**src/verilog/nnPkg.sv**
```systemverilog
package nnPkg;

	localparam int numInputs = 15;
	localparam int numNeurons = 4;
	localparam int dataWidth = 16;

	// last slot of each neuron holds its bias
	localparam int weightsPerNeuron = numInputs + 1;
	localparam int weightDepth = numNeurons * weightsPerNeuron;
	localparam int addrWidth = $clog2(weightDepth);

	typedef logic [dataWidth-1:0] word; // two's complement
	typedef logic [addrWidth-1:0] weightAddr;

	typedef struct packed
	{
		word [numInputs-1:0] inputs;
	} activationVec;

	typedef struct packed
	{
		word [numNeurons-1:0] outputs;
	} resultVec;

	// external load port of the weight memory
	typedef struct packed
	{
		logic enable;
		weightAddr addr;
		word data;
	} weightWrite;

	typedef struct packed
	{
		weightAddr addr; // neuron * weightsPerNeuron + slot
	} weightReadReq;

endpackage

```
**src/verilog/weightMemory.sv**
```systemverilog
`timescale 1ns/1ps

module weightMemory
	import nnPkg::*;
(
	input logic clk,
	input logic reset,
	input weightWrite weightWr,
	input weightAddr readAddr,
	output word readData
);

	word mem [weightDepth];

	// load port, only used while the layer is idle
	always_ff @(posedge clk)
	begin
		if (weightWr.enable)
		begin
			mem[weightWr.addr] <= weightWr.data;
		end
	end

	// one cycle read latency
	always_ff @(posedge clk)
	begin
		if (reset)
		begin
			readData <= '0;
		end
		else
		begin
			readData <= mem[readAddr];
		end
	end

endmodule

```
**src/verilog/weightArbiter.sv**
```systemverilog
`timescale 1ns/1ps

module weightArbiter
	import nnPkg::*;
(
	input logic clk,
	input logic reset,
	input logic [numNeurons-1:0] readReq,
	input weightReadReq readAddr [numNeurons],
	output logic [numNeurons-1:0] readAck,
	output weightAddr memAddr
);

	typedef logic [$clog2(numNeurons)-1:0] neuronIdx;
	typedef enum logic [1:0] {arbIdle, arbAddress, arbData} arbState;

	arbState state;
	neuronIdx grant; // current or last granted neuron
	neuronIdx pick;
	logic anyReq;

	// round robin search starting after the last grant
	always_comb
	begin
		anyReq = 1'b0;
		pick = grant;
		for (int i = numNeurons; i >= 1; i--)
		begin
			if (readReq[(int'(grant) + i) % numNeurons])
			begin
				anyReq = 1'b1;
				pick = neuronIdx'((int'(grant) + i) % numNeurons);
			end
		end
	end

	assign memAddr = readAddr[grant].addr;

	always_ff @(posedge clk)
	begin
		if (reset)
		begin
			state <= arbIdle;
			grant <= neuronIdx'(numNeurons - 1); // so neuron 0 goes first
			readAck <= '0;
		end
		else
		begin
			case (state)
				arbIdle:
					if (anyReq)
					begin
						grant <= pick;
						state <= arbAddress;
					end
				arbAddress:
				begin
					readAck[grant] <= 1'b1; // memory output valid from here
					state <= arbData;
				end
				arbData:
					// release once the neuron has dropped its request
					if (!readReq[grant])
					begin
						readAck[grant] <= 1'b0;
						if (anyReq)
						begin
							grant <= pick;
							state <= arbAddress;
						end
						else
						begin
							state <= arbIdle;
						end
					end
				default:
					state <= arbIdle;
			endcase
		end
	end

endmodule

```
**src/verilog/neuronUnit.sv**
```systemverilog
`timescale 1ns/1ps

module neuronUnit
	import nnPkg::*;
#(
	parameter int neuronIndex = 0
)
(
	input logic clk,
	input logic reset,
	input logic start,
	input activationVec activations,
	output logic readReq,
	output weightReadReq readAddr,
	input logic readAck,
	input word readData,
	output word result,
	output logic done
);

	typedef logic [$clog2(weightsPerNeuron)-1:0] slotIdx;
	typedef enum logic [1:0] {nIdle, nFetch, nRelease, nFinish} neuronState;

	neuronState state;
	slotIdx slot;
	word acc;
	word term;
	logic biasSlot;

	assign biasSlot = (slot == slotIdx'(numInputs));
	assign readAddr.addr = weightAddr'(neuronIndex * weightsPerNeuron + int'(slot));

	// product kept to 16 bits, bias added as is
	always_comb
	begin
		if (biasSlot)
		begin
			term = readData;
		end
		else
		begin
			term = word'(readData * activations.inputs[slot]);
		end
	end

	always_ff @(posedge clk)
	begin
		if (reset)
		begin
			state <= nIdle;
			slot <= '0;
			readReq <= 1'b0;
			result <= '0;
			done <= 1'b0;
		end
		else
		begin
			done <= 1'b0;
			case (state)
				nIdle:
					if (start)
					begin
						slot <= '0;
						readReq <= 1'b1;
						state <= nFetch;
					end
				nFetch:
					if (readAck)
					begin
						readReq <= 1'b0; // data taken
						state <= nRelease;
					end
				nRelease:
					// wait for the arbiter to drop its ack
					if (!readAck)
					begin
						if (biasSlot)
						begin
							state <= nFinish;
						end
						else
						begin
							slot <= slot + 1'b1;
							readReq <= 1'b1;
							state <= nFetch;
						end
					end
				nFinish:
				begin
					result <= acc[dataWidth-1] ? '0 : acc; // relu
					done <= 1'b1;
					state <= nIdle;
				end
				default:
					state <= nIdle;
			endcase
		end
	end

	// accumulator wraps modulo 2^16
	always_ff @(posedge clk)
	begin
		if (state == nIdle && start)
		begin
			acc <= '0;
		end
		else if (state == nFetch && readAck)
		begin
			acc <= acc + term;
		end
	end

endmodule

```
**src/verilog/layerSequencer.sv**
```systemverilog
`timescale 1ns/1ps

module layerSequencer
	import nnPkg::*;
(
	input logic clk,
	input logic reset,
	input logic inReq,
	input activationVec inVec,
	output logic inAck,
	output activationVec activations,
	output logic start,
	input logic [numNeurons-1:0] done,
	input word results [numNeurons],
	output logic resultReq,
	output nnPkg::resultVec resultVec,
	input logic resultAck
);

	typedef enum logic [2:0]
	{
		seqIdle,
		seqInAck,
		seqRun,
		seqResult,
		seqResultRelease
	} seqState;

	seqState state;
	logic [numNeurons-1:0] doneFlags;

	// input vector, held for the whole computation
	always_ff @(posedge clk)
	begin
		if (state == seqIdle && inReq)
		begin
			activations <= inVec;
		end
	end

	always_ff @(posedge clk)
	begin
		if (reset)
		begin
			state <= seqIdle;
			inAck <= 1'b0;
			start <= 1'b0;
			resultReq <= 1'b0;
			doneFlags <= '0;
			resultVec <= '0;
		end
		else
		begin
			start <= 1'b0;
			doneFlags <= doneFlags | done;
			for (int i = 0; i < numNeurons; i++)
			begin
				if (done[i])
				begin
					resultVec.outputs[i] <= results[i];
				end
			end
			case (state)
				seqIdle:
					if (inReq)
					begin
						inAck <= 1'b1;
						start <= 1'b1;
						doneFlags <= '0;
						state <= seqInAck;
					end
				seqInAck:
					if (!inReq)
					begin
						inAck <= 1'b0;
						state <= seqRun;
					end
				seqRun:
					if (&doneFlags)
					begin
						resultReq <= 1'b1;
						state <= seqResult;
					end
				seqResult:
					if (resultAck)
					begin
						resultReq <= 1'b0;
						state <= seqResultRelease;
					end
				seqResultRelease:
					if (!resultAck)
					begin
						state <= seqIdle; // ready for the next vector
					end
				default:
					state <= seqIdle;
			endcase
		end
	end

endmodule

```
**src/verilog/neuralLayer.sv**
```systemverilog
`timescale 1ns/1ps

module neuralLayer
	import nnPkg::*;
(
	input logic clk,
	input logic reset,
	input logic inReq,
	input activationVec inVec,
	output logic inAck,
	output logic resultReq,
	output nnPkg::resultVec resultVec,
	input logic resultAck,
	input weightWrite weightWr
);

	activationVec activations;
	logic start;
	logic [numNeurons-1:0] done;
	word results [numNeurons];
	logic [numNeurons-1:0] readReq;
	logic [numNeurons-1:0] readAck;
	weightReadReq readAddr [numNeurons];
	weightAddr memAddr;
	word readData;

	layerSequencer layerSequencer_i
	(
		.clk(clk),
		.reset(reset),
		.inReq(inReq),
		.inVec(inVec),
		.inAck(inAck),
		.activations(activations),
		.start(start),
		.done(done),
		.results(results),
		.resultReq(resultReq),
		.resultVec(resultVec),
		.resultAck(resultAck)
	);

	// one unit per layer output, all sharing the weight memory
	for (genvar i = 0; i < numNeurons; i++)
	begin : neurons
		neuronUnit #(.neuronIndex(i)) neuronUnit_i
		(
			.clk(clk),
			.reset(reset),
			.start(start),
			.activations(activations),
			.readReq(readReq[i]),
			.readAddr(readAddr[i]),
			.readAck(readAck[i]),
			.readData(readData),
			.result(results[i]),
			.done(done[i])
		);
	end

	weightArbiter weightArbiter_i
	(
		.clk(clk),
		.reset(reset),
		.readReq(readReq),
		.readAddr(readAddr),
		.readAck(readAck),
		.memAddr(memAddr)
	);

	weightMemory weightMemory_i
	(
		.clk(clk),
		.reset(reset),
		.weightWr(weightWr),
		.readAddr(memAddr),
		.readData(readData)
	);

endmodule

```
**config.mk**
```make
export PLATFORM = sky130hd
export DESIGN_NAME = neuralLayer
export DESIGN_NICKNAME = d
export VERILOG_FILES = /design/src/verilog/nnPkg.sv /design/src/verilog/weightMemory.sv /design/src/verilog/weightArbiter.sv /design/src/verilog/neuronUnit.sv /design/src/verilog/layerSequencer.sv /design/src/verilog/neuralLayer.sv
export SDC_FILE = /design/constraint.sdc
export NUM_CORES = 2
export LEC_CHECK = 0
export BUFFER_PORTS_ARGS = -buffer_cell sky130_fd_sc_hd__clkbuf_2
export CAP_MARGIN = 30
export CORE_MARGIN = 4
export CORE_UTILIZATION = 55
export DETAILED_ROUTE_END_ITERATION = 8
export PLACE_DENSITY = 0.82
export SLEW_MARGIN = 0
export SYNTH_ARGS = -nofsm -noshare
export SYNTH_HDL_FRONTEND = slang
export SYNTH_SLANG_ARGS = --single-unit
```
**constraint.sdc**
```tcl
create_clock -name clk -period 30.8 [get_ports clk]
set_input_delay 4.62 -clock clk [delete_from_list [all_inputs] [get_ports clk]]
set_output_delay 4.62 -clock clk [all_outputs]
set_load 0.01 [all_outputs]
```
; Yosys cells after proc, flatten, opt, wreduce, memory -nomap -nowiden
; Memory sizes are Yosys's and may differ from the RTL's. A register that Yosys moved wholly into a read port is not among the register bits.
; Index checks and enable logic that the tools add are counted.
[word_totals]
register_bits = 482
ramBits = 1024
in_bits = 267
output_inout_bits = 66
word_cells = 309
memories = 1
[classes]
add_sub_neg = 15
multipliers = 4
magnitude_cmp = 11
eq_ne = 45
mux = 120
n_bitwise = 10
n_reduce_logical = 52
[memory_table]
columns = memory, depth, word_bits, rd, rd_clocked_by_memory_dff, wr, line_no
row1 = weightMemory_i.mem, 64, 16, 1, 1, 1, weightMemory.sv:13  ; word mem [weightDepth];
[ops]
columns = op, count
row1 = 16-bit binary-select mux with 4-bit select, 4
row2 = 16-bit two-way mux, 8
row3 = 16-bit adder, 4
row4 = 16-bit by 16-bit multiplier with 16-bit output, 4
row5 = 15-bit two-way mux, 4
row6 = 4-bit two-way mux, 12
row7 = 2-bit two-way mux, 21
row8 = 4-bit case mux with 2 select lines, 5
row9 = 1-bit two-way mux, 39
row10 = "2-bit inequality test, second input constant", 17
row11 = 2-bit case mux with 4 select lines, 4
row12 = 5-bit AND reduction, 5
row13 = "4-bit by 5-bit less-than comparator with 1-bit output, second input constant", 4
row14 = 4-bit AND reduction, 5
row15 = "2-bit == test, second input constant", 9
row16 = 3-bit AND reduction, 6
row17 = "4-bit by 1-bit adder with 4-bit output, second input constant", 4
row18 = "4-bit == test, second input constant", 4
row19 = "3-bit by 4-bit less-than comparator with 1-bit output, second input constant", 4
row20 = 2-bit nonzero test, 8
row21 = 3-bit two-way mux, 5
row22 = 3-bit case mux with 5 select lines, 1
row23 = "6-bit by 4-bit adder with 6-bit output, first input constant", 2
row24 = 6-bit binary-select mux with 2-bit select, 1
row25 = 30 further kinds, 77

; Longest topological paths before layout
[depth]
depth_word = 13
mapped_depth = 40
mapped_depth_nobuf = 35

; Modules after synthesis
; A second synthesis with hierarchy kept.
[unflattened]
cells_unflattened = 5891
area_unflattened_um2 = 83183.5
[by_module_without_submodules]
columns = module, instances, cells_each, area_each_um2, seq_area_each_um2
row1 = weightMemory, 1, 1730, 39743.1, 31069.8
row2 = neuronUnit (neurons[1].neuronUnit_i ...), 2, 896, 8189.1, 780.7
row3 = layerSequencer, 1, 489, 9863.2, 8688.3
row4 = neuronUnit (neurons[3].neuronUnit_i), 1, 920, 8329.2, 780.7
row5 = neuronUnit (neurons[0].neuronUnit_i), 1, 888, 8104.0, 780.7
row6 = weightArbiter, 1, 72, 765.7, 160.2

; Worst setup path before layout
; No wires, ideal clock.
[synth_path]
kind = input to register
startpoint = input inReq
endpoint = register layerSequencer_i.doneFlags[0]
setup_time_ps = 137
arrival_ps = 22546
required_time_ps = 30663
path_slack_ps = 8117
cell_stages = 4
path_buffers = 0
cell_sequence = nand2b_1 -> nor3_1 -> nor2_1 -> o21a_1
[synth_between]
elab_chain_len = 2
[synth_lines]
columns = element, line_no
row1 = from (decl), neuralLayer.sv:8  ; input logic inReq,
row2 = 4-bit two-way mux, layerSequencer.sv:65  ; if (inReq)
row3 = 4-bit two-way mux, layerSequencer.sv:63  ; case (state)
row4 = to (signal assigned), layerSequencer.sv:55  ; doneFlags <= doneFlags | done;
row5 = to (decl), layerSequencer.sv:30  ; logic [numNeurons-1:0] doneFlags;
; No other way between the ends.
; A chain may end at the register's enable or synchronous reset.

; Worst setup path in the final report
[layout_path]
startpoint = register neurons[2].neuronUnit_i.slot[2]
endpoint = register neurons[2].neuronUnit_i.acc[15]
[layout_between]
elab_chain_len = 5
elab_cells_between_ends = 6
cone_classes = add/sub: 1 / mul: 1 / eq/ne: 1 / mux: 3
[layout_lines]
columns = element, line_no
row1 = from (decl), neuronUnit.sv:25  ; slotIdx slot;
row2 = from (signal assigned), neuronUnit.sv:83  ; slot <= slot + 1'b1;
row3 = 16-bit binary-select mux with 4-bit select, neuronUnit.sv:42  ; term = word'(readData * activations.inputs[slot]);
row4 = 16-bit two-way mux (implied by the code), neuronUnit.sv:42
row5 = 16-bit by 16-bit multiplier with 16-bit output, neuronUnit.sv:42
row6 = 16-bit two-way mux *, neuronUnit.sv:36  ; if (biasSlot)
row7 = 16-bit adder *, neuronUnit.sv:109  ; acc <= acc + term;
row8 = to (signal assigned), neuronUnit.sv:109
row9 = to (decl), neuronUnit.sv:26  ; word acc;
; Mark *: on every way between the ends. The rest lies on a longest branch, timed or not. The select of a mux whose other input is x is not followed.

==> impl.org <==
** Status
- Run status :: complete, no violations

** CTS
- Hold buffers post-CTS :: 0
- Number of buffers created by CTS :: between 100 and 150
- Clock tree from TritonCTS :: done
- Clock latency at the later pin of the worst-skew pair :: ~0.83 ns
- Count of clock tree sinks :: around 1,500
- Setup Fix Bufs, Post-CTS :: 0
- Post-CTS sizing :: 0
- # H-tree levels :: 4
- Clock-pin slew was measured on the worst setup and hold paths at 0.07 ns.
- Maximum buffer depth of the clock tree :: 3
- Root cell of the clock tree :: sky130_fd_sc_hd__clkbuf_16

** Setup path
- For the worst setup path, the data required time is 31.52 ns.
- Data arrival time of the critical path :: 9.73 ns
- Kind of cell adding the most delay to the critical path :: adder cells
- Critical path's slowest cell :: sky130_fd_sc_hd__dfxtp_2
- Of all nets on the critical path, the largest fanout is 37.
- Counting both buffers and inverters, the worst setup path holds a total of 7.
- On the worst path, the slowest cell contributes a delay of 1.08 ns.
- Critical path capture point type :: flip-flop
- STA classifies the critical path startpoint as a flip-flop.
- Critical path start-end classification :: reg -> reg

** Synth
- Post-synth ARST share :: 0%
- After synthesis the netlist holds a flip-flop and latch count of between 1,500 and 2,000.
- Mapped cell area :: approximately 82,000 um^2
- After technology mapping, the gate count stands at slightly below 6,000.
- In the synthesized netlist the dominant register cell turns out to be sky130_fd_sc_hd__edfxtp_1.
- The largest total area in the synthesized netlist belongs to sky130_fd_sc_hd__edfxtp_1.
- Ys Warns :: 0
- After synthesis, the mean cell area works out to around 14 um^2.
- Synth cell types :: about 70
- Counting flops with a built-in enable in the synthesized netlist gives about 1,300.
- Most repeated cell in the gate-level netlist after synthesis :: sky130_fd_sc_hd__edfxtp_1
- Ranking of synthesized cells by area :: sky130_fd_sc_hd__edfxtp_1 46%, sky130_fd_sc_hd__mux4_2 13%, sky130_fd_sc_hd__fa_1 7.9%
- The share of synthesized area in the top cell type comes to between 40% and 50%.
- Top cells by instance count after synthesis :: 1,264 x sky130_fd_sc_hd__edfxtp_1, 531 x sky130_fd_sc_hd__inv_1, 489 x sky130_fd_sc_hd__mux4_2, 475 x sky130_fd_sc_hd__nand2_1, 324 x sky130_fd_sc_hd__fa_1
- Summing the sequential cell areas from Yosys gives between 50% and 60% of the chip area.

** STA
- For the final routed database, the setup TNS stands at 0 ns.
- Transition time of the tightest slew-check pin :: between 1 and 1.5 ns
- The worst path uses between 20 and 30% of the clock period.
- Unrepaired setup endpoints after global routing :: no
- The worst pin sits at a relative slew slack of a little over a fifth.
- Max Transition Viols Final :: 0
- The hold violation total from the final report came to 0.
- Across the routed clock network, the largest skew measured is 0.0876 ns.
- Counting I/O delays and the setup requirement, the final critical path takes about 9 ns.
- Final-report setup violation count :: 0
- Highest clock frequency the design can meet :: between 100 and 150 MHz

** Die
- Y dimension of the die :: approximately 390 um
- For this configuration, the core starts out at a cell density of around 56%.
- The die is between 300 and 400 um wide.
- Standard-cell rows :: 141
- The floorplan step defined a core boundary enclosing 148,000 um^2.
- The die covers around 160,000 um^2.
- In this run the count of I/O pins placed on the die edge is 333.

** Final layout
- Multi-input gate area :: roughly 36,000 um^2
- Once layout is done, the placed cells without fillers occupy between 90,000 and 100,000 um^2.
- Summing all flip-flop and latch instances after layout gives roughly 43,000 um^2.
- Signed area change from the synthesized netlist to the final layout :: 11.0%
- The post-route netlist has 20.6% of its cells at a drive strength greater than 1.
- For this run, the share of the core covered by cells in the final layout is about three fifths.
- Filler cell count :: between 10,000 and 15,000
- In the final design database the tool counted 6,980 nets.

** GRT
- Maximum number of pins on one net before global-route repair :: 104
- Wire length of the first global-routing pass :: 350,000 um
- GR Util All Layers :: 30.0%
- The number of antenna violations at the first check in global routing was 19.
- Global routing finished with a remaining overflow of 0.
- Vias in the first global route :: approximately 54,000

** Detailed routing
- DRC violation count after routing :: 0
- Total Wirelength :: between 200,000 and 250,000 um
- First DRT Iteration DRCs :: between 6,000 and 7,000
- The first TritonRoute pass finished after 6 iterations.
- Routed vias/inst :: approximately 6.4
- Remaining antenna violation count :: 0
- Routed via count :: 52,678
- After detailed routing, the average wire length per cell comes to 28.6 um.

** Power and ir drop
- Worst supply voltage drop on vdd :: roughly 100 uV
- Power density cells :: between 90 and 100 nW/um^2
- The analysis attributes to cell leakage a power of 33.0 nW.

** Placement
- Count of input and output buffers :: 328
- After legalization and detailed placement, the total HPWL measured around 150,000 um.
- In this run the cell area measured after placement is approximately 86,000 um^2.
- Gpl congestion :: 0.924

** Hold path
- The path class of the tightest hold or removal check is reg -> reg.

** Job
- Max-cap violations in this run came to 0.
-- final timing paths --
check	start	endpoint	slack, ns	cells after the start
max	neurons[2].neuronUnit_i.slot[2]	neurons[2].neuronUnit_i.acc[15]	21.79	28
min	layerSequencer_i.doneFlags[0]	layerSequencer_i.doneFlags[0]	0.46	1
max reg2reg	neurons[2].neuronUnit_i.slot[2]	neurons[2].neuronUnit_i.acc[15]	21.79	28
min reg2reg	layerSequencer_i.doneFlags[0]	layerSequencer_i.doneFlags[0]	0.46	1
-- layout make-up --
class / instances / share of cell area, %
diodes: 9 / 0.0247
clock buffers: 186 / 4.29
clock inverters: 77 / 1.10
inverters: 537 / 2.21
multi-input cells: 3426 / 39.3
flip-flops and latches: 1514 / 47.1
well taps: 1930 / 2.65
repair buffers: 493 / 3.36
-- metrics by stage --
stage / hold slack, ns / setup slack [ns] / std cells / power [mW]
after detailed placement: 0.443 / 22.02 / 7896 / 7.18
after global routing: 0.482 / 21.47 / 8164 / 9.73
after global placement: 0.429 / 22.15 / 7876 / 7.04
after floorplan: 0.420 / 8.12 / 5823 / 6.09
after CTS: 0.458 / 22.01 / 8159 / 9.04
final: 0.456 / 21.79 / 8172 / 9.02
-- state kept, by name, indices dropped and copies added (netlist names), named ones only --
name	count
weightMemory_i.mem	1024
layerSequencer_i.activations	240
neurons.neuronUnit_i.acc	64
layerSequencer_i.resultVec	60
neurons.neuronUnit_i.result	60
neurons.neuronUnit_i.slot	16
weightMemory_i.readData	16
neurons.neuronUnit_i.state	8
layerSequencer_i.doneFlags	4
neurons.neuronUnit_i.done	4
neurons.neuronUnit_i.readReq	4
layerSequencer_i.state	3
weightArbiter_i.grant	2
weightArbiter_i.state	2
layerSequencer_i.inAck	1
layerSequencer_i.resultReq	1
layerSequencer_i.start	1
-- report_power, final --
group / total, mW / leakage (nW) / switching (mW) / internal (mW)
Sequential: 2.35 / 13.5 / 0.0720 / 2.28
Combinational: 4.83 / 17.1 / 2.66 / 2.17
Clock: 1.84 / 2.38 / 0.833 / 1.01
-- kinds of logic (layout without fill, tap and decap cells) --
family / count (synthesis) / after routing / synth area share, %
muxes: 838 / 838 / 17.7
DFF: 1514 / 1514 / 52.2
and+or+nand+nor: 1199 / 1199 / 6.72
AOI/OAI and AO/OA: 593 / 593 / 4.69
other: 1 / 13 / 0.00456
adders and majority gates: 594 / 594 / 12.0
buffers and inverters: 883 / 1293 / 4.30
xor gates and xnor gates: 198 / 198 / 2.38
-- per-layer routing --
| metal | vias to the layer above | part of all wire (%) | global-route usage [%] |
|---|---|---|---|
| li1 | 21761 | - | - |
| met1 | 26429 | 34 | 37.2 |
| met2 | 3696 | 50 | 49.5 |
| met3 | 778 | 11 | 7.44 |
| met4 | 14 | 5.5 | 14.7 |
| met5 | - | 0.039 | 0 |
-- cells in the final DEF, fill, tap and decap left out, types with 32 or more instances in the layout --
master,count
sky130_fd_sc_hd__edfxtp_1,1264
sky130_fd_sc_hd__inv_1,531
sky130_fd_sc_hd__mux4_2,486
sky130_fd_sc_hd__nand2_1,475
sky130_fd_sc_hd__clkbuf_2,327
sky130_fd_sc_hd__fa_1,324
sky130_fd_sc_hd__mux2i_1,317
sky130_fd_sc_hd__nor2_1,285
sky130_fd_sc_hd__and2_1,270
sky130_fd_sc_hd__ha_1,270
sky130_fd_sc_hd__dfxtp_1,229
sky130_fd_sc_hd__a21oi_1,208
sky130_fd_sc_hd__buf_4,149
sky130_fd_sc_hd__clkbuf_16,148
sky130_fd_sc_hd__xnor2_1,124
sky130_fd_sc_hd__o21ai_0,95
sky130_fd_sc_hd__a22o_1,61
sky130_fd_sc_hd__xor2_1,58
sky130_fd_sc_hd__nand3_1,34
sky130_fd_sc_hd__mux2_2,32
Note: power is estimated with default switching activity, not from simulation.
